===== config.mk =====
export PLATFORM = sky130hd
export DESIGN_NAME = squeeze_layer_top
export DESIGN_NICKNAME = d
export VERILOG_FILES = /design/src/rtl/conv_pkg.sv /design/src/rtl/kernel_rom.sv /design/src/rtl/ifm_streamer.sv /design/src/rtl/ifm_fifo.sv /design/src/rtl/pointwise_core.sv /design/src/rtl/squeeze_layer_top.sv
export SDC_FILE = /design/constraint.sdc
export NUM_CORES = 2
export LEC_CHECK = 0
export ABC_AREA = 1
export BUFFER_PORTS_ARGS = -buffer_cell sky130_fd_sc_hd__buf_2
export CAP_MARGIN = 20
export CORE_ASPECT_RATIO = 1.25
export CORE_MARGIN = 8
export CORE_UTILIZATION = 66
export DETAILED_ROUTE_END_ITERATION = 7
export PLACE_DENSITY_LB_ADDON = 0.2
export RECOVER_POWER = 50
export SLEW_MARGIN = 20
export SYNTH_ARGS = -nofsm -noshare
export SYNTH_HDL_FRONTEND = slang
export SYNTH_SLANG_ARGS = --single-unit
export TNS_END_PERCENT = 1

===== constraint.sdc =====
create_clock -name clk -period 12.7 [get_ports clk]
set_input_delay 2.54 -clock clk [delete_from_list [all_inputs] [get_ports clk]]
set_output_delay 2.54 -clock clk [all_outputs]
set_load 0.01 [all_outputs]

===== src/rtl/conv_pkg.sv =====
`default_nettype none

package conv_pkg;

	// Datapath widths
	localparam int DATA_W = 16;
	localparam int ACC_W = 32;

	// Layer geometry
	localparam int NUM_FILTERS = 4;
	localparam int CHIN = 8;
	localparam int CH_IDX_W = 3;
	localparam int OUT_PIXELS = 16;
	localparam int PIX_CNT_W = 4;

	// Fixed-point handling of the accumulated sums
	localparam int FRAC_SHIFT = 14;
	localparam int SAT_LIMIT = 32767;

	// Kernel weights are small integers scaled up by this shift
	localparam int W_SHIFT = 8;

	// Bias of filter f is f * BIAS_STEP - BIAS_BASE
	localparam int BIAS_STEP = 4096;
	localparam int BIAS_BASE = 6000;

	// Input FIFO between streamer and core
	localparam int FIFO_DEPTH = 4;
	localparam int FIFO_PTR_W = 2;
	localparam int FIFO_CNT_W = 3;

	// One input feature value with its channel tag
	typedef struct packed {
		logic signed [DATA_W-1:0] value;
		logic [CH_IDX_W-1:0] ch_idx;
		logic last;
	} ifm_beat_t;

	// One output pixel with filter 0 in the low bits
	typedef struct packed {
		logic [NUM_FILTERS-1:0][DATA_W-1:0] ofm;
	} ofm_vec_t;

	typedef struct packed {
		logic [NUM_FILTERS-1:0][DATA_W-1:0] weight;
	} weight_vec_t;

	typedef struct packed {
		logic [NUM_FILTERS-1:0][ACC_W-1:0] bias;
	} bias_vec_t;

endpackage

`default_nettype wire


===== src/rtl/kernel_rom.sv =====
`timescale 1ns/1ps
`default_nettype none

module kernel_rom (
	input  logic [conv_pkg::CH_IDX_W-1:0] ch_idx,
	output conv_pkg::weight_vec_t          weights,
	output conv_pkg::bias_vec_t            biases
);

	import conv_pkg::*;

	// Unscaled coefficients for filters 0 to 3 of the selected channel
	logic signed [DATA_W-1:0] coef [NUM_FILTERS];

	// Entries follow ((f * 8 + c) * 37 mod 97) - 48
	always_comb begin
		case (ch_idx)
			3'd0: begin
				coef = '{-48, -43, -38, -33};
			end
			3'd1: begin
				coef = '{-11, -6, -1, 4};
			end
			3'd2: begin
				coef = '{26, 31, 36, 41};
			end
			3'd3: begin
				coef = '{-34, -29, -24, -19};
			end
			3'd4: begin
				coef = '{3, 8, 13, 18};
			end
			3'd5: begin
				coef = '{40, 45, -47, -42};
			end
			3'd6: begin
				coef = '{-20, -15, -10, -5};
			end
			3'd7: begin
				coef = '{17, 22, 27, 32};
			end
			default: begin
				coef = '{default: '0};
			end
		endcase
	end

	// Scale each coefficient into the weight format and build the bias set
	always_comb begin
		for (int f = 0; f < NUM_FILTERS; f++) begin
			weights.weight[f] = coef[f] <<< W_SHIFT;
			biases.bias[f] = ACC_W'(f * BIAS_STEP - BIAS_BASE);
		end
	end

endmodule

`default_nettype wire


===== src/rtl/ifm_streamer.sv =====
`timescale 1ns/1ps
`default_nettype none

module ifm_streamer (
	input  logic                      clk,
	input  logic                      rst_n,
	input  logic                      in_valid,
	input  logic [conv_pkg::DATA_W-1:0] in_data,
	output logic                      in_ready,
	output logic                      beat_valid,
	output conv_pkg::ifm_beat_t       beat,
	input  logic                      beat_ready
);

	import conv_pkg::*;

	logic [CH_IDX_W-1:0] ch_cnt;
	logic                valid_q;
	ifm_beat_t           beat_q;
	logic                in_fire;

	// The output register can take a new value when it drains this cycle
	assign in_ready = !valid_q || beat_ready;
	assign in_fire = in_valid && in_ready;

	always_ff @(posedge clk or negedge rst_n) begin
		if (!rst_n) begin
			valid_q <= 1'b0;
			ch_cnt <= '0;
		end else if (in_fire) begin
			valid_q <= 1'b1;
			if (ch_cnt == CH_IDX_W'(CHIN - 1)) begin
				ch_cnt <= '0;
			end else begin
				ch_cnt <= ch_cnt + 1'b1;
			end
		end else if (beat_ready) begin
			valid_q <= 1'b0;
		end
	end

	always_ff @(posedge clk) begin
		if (in_fire) begin
			beat_q.value <= $signed(in_data);
			beat_q.ch_idx <= ch_cnt;
			beat_q.last <= (ch_cnt == CH_IDX_W'(CHIN - 1));
		end
	end

	assign beat_valid = valid_q;
	assign beat = beat_q;

	// A stalled beat must not change before the FIFO takes it
	beat_hold_a: assert property (
		@(posedge clk) disable iff (!rst_n)
		beat_valid && !beat_ready |=> beat_valid && $stable(beat)
	);

endmodule

`default_nettype wire


===== src/rtl/ifm_fifo.sv =====
`timescale 1ns/1ps
`default_nettype none

module ifm_fifo (
	input  logic                clk,
	input  logic                rst_n,
	input  logic                wr_valid,
	output logic                wr_ready,
	input  conv_pkg::ifm_beat_t wr_beat,
	output logic                rd_valid,
	input  logic                rd_ready,
	output conv_pkg::ifm_beat_t rd_beat
);

	import conv_pkg::*;

	ifm_beat_t             mem [FIFO_DEPTH];
	logic [FIFO_PTR_W-1:0] wr_ptr;
	logic [FIFO_PTR_W-1:0] rd_ptr;
	logic [FIFO_CNT_W-1:0] count;
	logic                  wr_fire;
	logic                  rd_fire;

	assign wr_ready = (count != FIFO_CNT_W'(FIFO_DEPTH));
	assign rd_valid = (count != '0);
	assign wr_fire = wr_valid && wr_ready;
	assign rd_fire = rd_valid && rd_ready;

	assign rd_beat = mem[rd_ptr];

	always_ff @(posedge clk) begin
		if (wr_fire) begin
			mem[wr_ptr] <= wr_beat;
		end
	end

	// Pointers wrap on their own since the depth is a power of two
	always_ff @(posedge clk or negedge rst_n) begin
		if (!rst_n) begin
			wr_ptr <= '0;
			rd_ptr <= '0;
			count <= '0;
		end else begin
			if (wr_fire) begin
				wr_ptr <= wr_ptr + 1'b1;
			end
			if (rd_fire) begin
				rd_ptr <= rd_ptr + 1'b1;
			end
			case ({wr_fire, rd_fire})
				2'b10:   count <= count + 1'b1;
				2'b01:   count <= count - 1'b1;
				default: count <= count;
			endcase
		end
	end

	count_range_a: assert property (
		@(posedge clk) disable iff (!rst_n)
		count <= FIFO_CNT_W'(FIFO_DEPTH)
	);

	// An empty FIFO with no write has nothing to offer on the next cycle
	no_read_empty_a: assert property (
		@(posedge clk) disable iff (!rst_n)
		(count == '0) && !wr_fire |=> !rd_valid
	);

	// Occupancy and pointer distance agree
	ptr_count_a: assert property (
		@(posedge clk) disable iff (!rst_n)
		FIFO_PTR_W'(count) == FIFO_PTR_W'(wr_ptr - rd_ptr)
	);

endmodule

`default_nettype wire


===== src/rtl/pointwise_core.sv =====
`timescale 1ns/1ps
`default_nettype none

module pointwise_core (
	input  logic                clk,
	input  logic                rst_n,
	input  logic                beat_valid,
	output logic                beat_ready,
	input  conv_pkg::ifm_beat_t beat,
	output logic                out_valid,
	input  logic                out_ready,
	output conv_pkg::ofm_vec_t  out_data,
	output logic                layer_done
);

	import conv_pkg::*;

	weight_vec_t               weights;
	bias_vec_t                 biases;
	logic signed [ACC_W-1:0]   acc [NUM_FILTERS];
	logic signed [ACC_W-1:0]   prod [NUM_FILTERS];
	logic signed [ACC_W-1:0]   total [NUM_FILTERS];
	ofm_vec_t                  result_q;
	logic                      valid_q;
	logic                      done_q;
	logic [PIX_CNT_W-1:0]      pix_cnt;
	logic                      beat_fire;
	logic                      out_fire;

	// Negative sums clip to zero, large ones saturate
	function automatic logic [DATA_W-1:0] requant(input logic signed [ACC_W-1:0] sum);
		logic signed [ACC_W-1:0] shifted;
		shifted = sum >>> FRAC_SHIFT;
		if (sum < 0) begin
			return '0;
		end else if (shifted > SAT_LIMIT) begin
			return DATA_W'(SAT_LIMIT);
		end else begin
			return shifted[DATA_W-1:0];
		end
	endfunction

	kernel_rom kernel_rom_inst (
		.ch_idx  (beat.ch_idx),
		.weights (weights),
		.biases  (biases)
	);

	// Input stalls only while a finished pixel waits to be taken
	assign beat_ready = !valid_q || out_ready;
	assign beat_fire = beat_valid && beat_ready;
	assign out_fire = valid_q && out_ready;

	always_comb begin
		for (int f = 0; f < NUM_FILTERS; f++) begin
			prod[f] = $signed(beat.value) * $signed(weights.weight[f]);
			total[f] = acc[f] + prod[f] + $signed(biases.bias[f]);
		end
	end

	// The accumulators restart at the last channel so the next pixel
	// can proceed while the result register is still occupied
	always_ff @(posedge clk or negedge rst_n) begin
		if (!rst_n) begin
			for (int f = 0; f < NUM_FILTERS; f++) begin
				acc[f] <= '0;
			end
		end else if (beat_fire) begin
			for (int f = 0; f < NUM_FILTERS; f++) begin
				if (beat.last) begin
					acc[f] <= '0;
				end else begin
					acc[f] <= acc[f] + prod[f];
				end
			end
		end
	end

	always_ff @(posedge clk) begin
		if (beat_fire && beat.last) begin
			for (int f = 0; f < NUM_FILTERS; f++) begin
				result_q.ofm[f] <= requant(total[f]);
			end
		end
	end

	always_ff @(posedge clk or negedge rst_n) begin
		if (!rst_n) begin
			valid_q <= 1'b0;
		end else if (beat_fire && beat.last) begin
			valid_q <= 1'b1;
		end else if (out_ready) begin
			valid_q <= 1'b0;
		end
	end

	// Count transferred pixels once, then hold the done flag
	always_ff @(posedge clk or negedge rst_n) begin
		if (!rst_n) begin
			pix_cnt <= '0;
			done_q <= 1'b0;
		end else if (out_fire && !done_q) begin
			pix_cnt <= pix_cnt + 1'b1;
			if (pix_cnt == PIX_CNT_W'(OUT_PIXELS - 1)) begin
				done_q <= 1'b1;
			end
		end
	end

	assign out_valid = valid_q;
	assign out_data = result_q;
	assign layer_done = done_q;

	out_hold_a: assert property (
		@(posedge clk) disable iff (!rst_n)
		out_valid && !out_ready |=> out_valid && $stable(out_data)
	);

	// The streamer marks exactly the top channel as the last one
	last_tag_a: assert property (
		@(posedge clk) disable iff (!rst_n)
		beat_fire |-> (beat.last == (beat.ch_idx == CH_IDX_W'(CHIN - 1)))
	);

endmodule

`default_nettype wire


===== src/rtl/squeeze_layer_top.sv =====
`timescale 1ns/1ps
`default_nettype none

module squeeze_layer_top (
	input  logic                        clk,
	input  logic                        rst_n,
	input  logic                        in_valid,
	input  logic [conv_pkg::DATA_W-1:0] in_data,
	output logic                        in_ready,
	output logic                        out_valid,
	input  logic                        out_ready,
	output conv_pkg::ofm_vec_t          out_data,
	output logic                        layer_done
);

	import conv_pkg::*;

	// Streamer to FIFO
	logic      str_valid;
	logic      str_ready;
	ifm_beat_t str_beat;

	// FIFO to core
	logic      core_valid;
	logic      core_ready;
	ifm_beat_t core_beat;

	ifm_streamer ifm_streamer_inst (
		.clk        (clk),
		.rst_n      (rst_n),
		.in_valid   (in_valid),
		.in_data    (in_data),
		.in_ready   (in_ready),
		.beat_valid (str_valid),
		.beat       (str_beat),
		.beat_ready (str_ready)
	);

	ifm_fifo ifm_fifo_inst (
		.clk      (clk),
		.rst_n    (rst_n),
		.wr_valid (str_valid),
		.wr_ready (str_ready),
		.wr_beat  (str_beat),
		.rd_valid (core_valid),
		.rd_ready (core_ready),
		.rd_beat  (core_beat)
	);

	pointwise_core pointwise_core_inst (
		.clk        (clk),
		.rst_n      (rst_n),
		.beat_valid (core_valid),
		.beat_ready (core_ready),
		.beat       (core_beat),
		.out_valid  (out_valid),
		.out_ready  (out_ready),
		.out_data   (out_data),
		.layer_done (layer_done)
	);

endmodule

`default_nettype wire


After elaboration in Yosys (flattened, before gate mapping):

Memories as Yosys holds them, arrays and structs flattened.
Cells that the tools add are included.

* $add $sub $neg: 14
* multipliers: 4
* div/mod/pow operators: 0
* magnitude comparators: 8
* eq/ne operators: 5
* shift-type cells: 0
* muxes and demuxes: 16
* bitwise gates (word level): 0
* reduce and logical (&&, ||, !) cells: 20

Operator list (number)
* 32-bit adder: 4
* 32-bit by 1-bit less-than comparator with 1-bit output (second input constant): 4
* 32-bit 2-to-1 mux: 4
* 16-bit by 8-bit multiplier with 24-bit output: 4
* 18-bit by 16-bit greater-than comparator with 1-bit output (second input constant): 4
* 32-bit by 14-bit adder with 32-bit output (second input constant): 2
* 15-bit 2-to-1 mux: 4
* 32-bit by 12-bit adder with 32-bit output (second input constant): 1
* 32-bit by 13-bit adder with 32-bit output (second input constant): 1
* 2-bit OR reduction: 4
* 3-bit by 1-bit adder with 3-bit output (second input constant): 2
* 1-bit logical AND: 6
* 1-bit 2-to-1 mux: 6
* 3-bit one-hot mux with 2 select lines: 1
* 2-bit nonzero test: 3
* 2-bit by 1-bit adder with 2-bit output (second input constant): 2
* 4-bit by 1-bit adder with 4-bit output (second input constant): 1
* 4-bit == test (second input constant): 1
* 3-bit == test (second input constant): 1
* 1-bit zero test: 3
* 3-bit 2-to-1 mux: 1
* 3-bit inequality test (second input constant): 1
* 3-bit nonzero test: 1
* 3-bit by 1-bit subtractor with 3-bit output (second input constant): 1
* other kinds (4): 5

* register bits after elaboration: 229
* bits in latches: 0
* RAM bits: 80
* ROM bits: 512
* input bits: 20
* output and inout port bits: 67
* word-level logic and storage cells: 92
* memories kept: 2

Memories
* (name not given): depth 8, width 64, rd ports 1, clocked after memory_dff 0, write ports 0, RTL line kernel_rom.sv:17 `case (ch_idx)`
* ifm_fifo_inst.mem: depth 4, width 20, rd ports 1, clocked after memory_dff 0, write ports 1, RTL line ifm_fifo.sv:17 `ifm_beat_t mem [FIFO_DEPTH];`

Longest topological paths before layout:

An unclocked memory read counts as a cell.

* word-level depth: 7
* mapped depth: 50
* gate-level depth less buffers: 47

Hierarchy:

A second synthesis with hierarchy kept.

* cell total of the unflattened synthesis: 8870
* area total of the unflattened synthesis: 67985.2 um^2

Modules (own cells, without submodules)
* pointwise_core: times used 1, cells an instance 8311, area each 61931.9 um^2, sequential area each 5275.1 um^2
* ifm_fifo: times used 1, cells an instance 292, area each 3649.8 um^2, sequential area each 2577.5 um^2
* kernel_rom: times used 1, cells an instance 226, area each 1602.8 um^2, sequential area each 0.0 um^2
* ifm_streamer: times used 1, cells an instance 41, area each 800.8 um^2, sequential area each 700.7 um^2

Worst setup path after synthesis:

OpenSTA, ideal clock, no wires.

* kind: reg2reg
* start point: reg ifm_fifo_inst.rd_ptr[0]
* end point: reg pointwise_core_inst.result_q (netlist bit pointwise_core_inst.out_data[25]), data pin
* library setup time: 0.249 ns
* arrival: 8.657 ns
* required time: 12.451 ns
* slack: 3.794 ns
* cell stages (with the launch flop): 47
* buffers on the path: 4
* period minus slack after synthesis: 8.906 ns
* cell sequence: dfrtp_1 > inv_1 > buf_2 > nand2_1 > a32oi_1 > clkinv_1 > clkbuf_1 > ha_1 > or2_2 > nand2_1 > clkbuf_1 > nor2_1 > fa_1 > inv_1 > fa_1 > inv_1 > fa_1 > inv_1 > (+11 left out) > xnor2_1 > ha_1 > nand2_1 > nor3_1 > nand3_1 > nand3_1 > nand2_1 > nand2_1 > nand2_1 > nor2_1 > nand2_1 > nor2_1 > nand3_1 > nand2_2 > clkbuf_8 > nand3_1 > nand2_1 > inv_1

* word-level cells in the longest chain between the ends: 7
* elaborated cells between the ends (all ways): 8
* those cells by class: add/sub (2); mul (1); order compare (2); mux (1); memory (2)

Ends and longest elaborated chain
* start: declaration: RTL line ifm_fifo.sv:19 `logic [FIFO_PTR_W-1:0] rd_ptr;`
* start signal: assignment: RTL line ifm_fifo.sv:48 `rd_ptr <= rd_ptr + 1'b1;`
* memory read 4 x 20 bit *
* memory read 8 x 64 bit
* 16-bit by 8-bit multiplier with 24-bit output *: RTL line pointwise_core.sv:56 `prod[f] = $signed(beat.value) * $signed(weights.weight[f]);`
* 32-bit adder *: RTL line pointwise_core.sv:57 `total[f] = acc[f] + prod[f] + $signed(biases.bias[f]);`
* 32-bit by 12-bit adder with 32-bit output *: RTL line pointwise_core.sv:57
* 18-bit by 16-bit greater-than comparator with 1-bit output: RTL line pointwise_core.sv:36 `end else if (shifted > SAT_LIMIT) begin`
* 15-bit 2-to-1 mux: RTL line pointwise_core.sv:36
* end: declaration: RTL line pointwise_core.sv:23 `ofm_vec_t result_q;`

Every way passes the cells marked *; elsewhere a longest branch is shown, timed or not.
A chain may end at the register's enable or synchronous reset.

Final worst setup path:

* start point: reg ifm_fifo_inst.rd_ptr[1]
* end point: reg pointwise_core_inst.result_q (netlist bit pointwise_core_inst.out_data[11]), data pin

* word-level cells in the longest chain between the ends: 7
* elaborated cells between the ends (all ways): 8
* those cells by class: add/sub (2); mul (1); order compare (2); mux (1); memory (2)

Ends and longest elaborated chain (RTL line)
* memory read 4 x 20 bit *
* memory read 8 x 64 bit
* 16-bit by 8-bit multiplier with 24-bit output *: pointwise_core.sv:56
* 32-bit adder *: pointwise_core.sv:57
* 32-bit by 14-bit adder with 32-bit output *: pointwise_core.sv:57
* 18-bit by 16-bit greater-than comparator with 1-bit output: pointwise_core.sv:36
* 15-bit 2-to-1 mux: pointwise_core.sv:36

Marked as above.

==> summary.txt <==
STA
  • Sum Neg Setup Slack: 0 ns
  • Clock Skew: 0.0215 ns
  • RSZ-0062 raised after global routing: false
  • Endpoints failing setup: 0
  • Hold slack final: between 0.4 and 0.5 ns
  • Max Freq: about 0.099 GHz
  • Final Hold Viols: 0
  • Slew at the pin closest to its max-slew limit: ~3.6 ns
  • Relative slew slack: -143%
  • Slew Viols, Final: 137
  • Crit path time final: 10.10 ns
  • Fin crit share: 79.5%

Worst setup path
  • Critical Path AT: 10.45 ns
  • Req. time, crit path: 13.04 ns
  • Crit-path leading delay family: adder cells
  • Worst path most repeated cell: nand2_1
  • CP Max Fanout: 37
  • Slowest Stage Delay on Critical Path: 0.70 ns
  • CP startpoint kind: register
  • Slowest CP cell: a32oi_1
  • Worst R2R Path Depth: 46
  • CP bufs+invs: 11
  • RR Startpoint: ifm_fifo_inst.rd_ptr[1]
  • Worst Setup Path Type: register to register
  • Reg2reg setup slack: 2.60 ns
  • Reg2reg end: pointwise_core_inst.out_data[11]
  • Crit. End Element: register

Clock network
  • Post_cts resized: 0
  • Clk root buf: clkbuf_16
  • H-tree levels: 1
  • Setup bufs post-CTS: 0
  • Clock latency at the later pin of the worst-skew pair: 0.62 ns
  • CTS tree: yes
  • Sink Count: between 200 and 300
  • Hold Buf Count CTS: 0
  • CTS buffer count: 31
  • Longest Clk Path Bufs: 3
  • Worst-path clk slew: 0.06 ns

Final layout
  • Number of diodes: 0
  • Share of layout cells above drive strength 1: 6.08%
  • Post-layout util: 71.0%
  • Final layout net count: 5782
  • Area Growth Syn to Fin: 6.30%

Logic synthesis
  • Yosys warns: 0
  • Synth cell types: 55
  • Cells after Synth: 4983
  • Register area share after synthesis: 20.7%
  • Most area-hungry cell type in the Yosys netlist: fa_1
  • Post-synth top cells: nand2_1 (1165), inv_1 (1116), nor2_1 (602)
  • Register bit count reported by yosys: 277
  • Synth Flop Type: edfxtp_1
  • Syn_area_per_cell: 7.51 um^2
  • Count leader, synth: nand2_1
  • Async SR Flop Fraction: 40.8%
  • Top cells by area, synth: fa_1 (22%), edfxtp_1 (13%), nand2_1 (12%)
  • Post-synth EDFFs: between 150 and 200
  • Yosys top cell area share: 22.5%
  • Mapped cell area: 37400 um^2

Global route
  • Initial antenna violation count: 0
  • First-pass GRT wire length: 165000 um
  • Total gr overflow: 0
  • Largest net degree at the start of global routing: 70
  • GRT Overall Usage: about a third
  • Vias in the first global route: ~33000

Route
  • Vias: 31800
  • Routed vias/inst: 5.48
  • Routed wire length: 101000 um
  • ANT nets after route: 0
  • Iteration-0 DRC Markers: 2182
  • WL/cell: ~17 um
  • Residual DRC: 0
  • Drt pass-1 iters: 6

Floorplanning
  • Die W: 229 um
  • Core area: 56100 um^2
  • Die area: 64700 um^2
  • DIE HEIGHT: about 280 um
  • # rows: 97
  • Initial Util: 66.8%
  • IO Pins: 87

Status
  • Failing checks: max-capacitance violations, max-slew violations
  • Status: finished with violations

Worst hold path
  • Worst hold path endpoint: pointwise_core_inst.pix_cnt[3]
  • Hold_sp: pointwise_core_inst.pix_cnt[3]
  • Hold Crit Class: register to register
  • WHS Path Cells: 1

Placement
  • HPWL Detailed: 79300 um
  • Final GP Congestion: 0.994
  • PortBufs: 86

Job
  • MaxCap Viol Count: 3
-- cell usage in the layout, fill, tap and decap left out, types with 7 or more instances in the layout --
| master | synthesis | layout |
|---|---|---|
| o22ai_1 | 7 | 7 |
| o31ai_1 | 8 | 8 |
| nand3_1 | 193 | 193 |
| inv_1 | 1116 | 1115 |
| fa_1 | 420 | 420 |
| buf_4 | 1 | 32 |
| buf_2 | 10 | 83 |
| a21oi_1 | 186 | 186 |
| or2_2 | 51 | 51 |
| a31oi_1 | 8 | 7 |
| xnor2_1 | 64 | 64 |
| nand2_2 | 13 | 13 |
| o21ai_0 | 146 | 146 |
| clkbuf_1 | 80 | 11 |
| nand2_1 | 1165 | 1164 |
| nand3b_1 | 17 | 17 |
| edfxtp_1 | 164 | 164 |
| clkinv_1 | 11 | 13 |
| inv_2 | 9 | 9 |
| ha_1 | 300 | 300 |
| nor3_1 | 18 | 18 |
| clkinv_2 | 0 | 7 |
| nor2_1 | 602 | 598 |
| nor2_2 | 15 | 18 |
| a21o_1 | 7 | 7 |
| a32oi_2 | 5 | 14 |
| clkbuf_16 | 0 | 31 |
| nand3_2 | 8 | 8 |
| nand4_1 | 76 | 76 |
| dfrtp_1 | 113 | 113 |
| nor2_4 | 7 | 8 |
| xor2_1 | 89 | 89 |
-- flip-flops by register name, summed over array words and instances (netlist names) --
| name | flops |
|---|---|
| pointwise_core_inst.out_data | 64 |
| ifm_fifo_inst.wr_ptr | 2 |
| ifm_streamer_inst.beat_valid | 1 |
| ifm_fifo_inst.count | 3 |
| ifm_fifo_inst.mem | 80 |
| ifm_fifo_inst.rd_ptr | 2 |
| ifm_streamer_inst.beat | 20 |
| pointwise_core_inst.acc | 96 |
| ifm_streamer_inst.ch_cnt | 3 |
| pointwise_core_inst.out_valid | 1 |
| pointwise_core_inst.layer_done | 1 |
| pointwise_core_inst.pix_cnt | 4 |
-- per-stage QoR --
step,area [um^2],worst slack (ns),instances
finish,39800,2.60,5809
detailed placement,38700,2.72,5751
global placement,38700,2.86,5751
global route,39800,1.69,5809
floorplan,37500,3.79,4986
CTS,39800,2.69,5809
-- layout make-up --
| cell class | instances | area, um^2 |
|---|---|---|
| clock inverters | 24 | 292 |
| flip-flops and latches | 277 | 7750 |
| multi-input cells | 3472 | 25100 |
| well taps | 742 | 928 |
| inverters | 1136 | 4270 |
| fillers | 4691 | 16300 |
| clock buffers | 34 | 797 |
| repair buffers | 124 | 689 |
-- per-layer routing --
layer  GRT usage, %  wire length, um
met3           3.81             6160
met4           15.3             5610
met5              0                0
met1           38.1            39500
met2           55.7            49300
-- worst max-delay path by stage --
| stage | cells past startpoint | endpoint | slack [ns] | startpoint |
|---|---|---|---|---|
| after floorplan | 46 | pointwise_core_inst.out_data[25] | 3.79 | ifm_fifo_inst.rd_ptr[0] |
| after global routing | 40 | pointwise_core_inst.out_data[49] | 1.69 | ifm_fifo_inst.rd_ptr[1] |
| after CTS | 39 | pointwise_core_inst.out_data[50] | 2.69 | ifm_fifo_inst.rd_ptr[1] |
| after global placement | 39 | pointwise_core_inst.out_data[57] | 2.86 | ifm_fifo_inst.rd_ptr[1] |
| after detailed placement | 39 | pointwise_core_inst.out_data[50] | 2.72 | ifm_fifo_inst.rd_ptr[1] |
| final | 46 | pointwise_core_inst.out_data[11] | 2.60 | ifm_fifo_inst.rd_ptr[1] |
-- cell families after synthesis --
family / Yosys count / synth area share [%]
simple gates: 2181 / 24.4
buf+inv: 1237 / 12.6
fa+ha+maj: 720 / 32.5
compound gates: 412 / 6.15
flops: 277 / 20.7
xor+xnor: 155 / 3.67
other cells: 1 / 0.0100
Power is not shown: default switching activity piles up to over one toggle a cycle in this logic, so the estimate is an artifact.
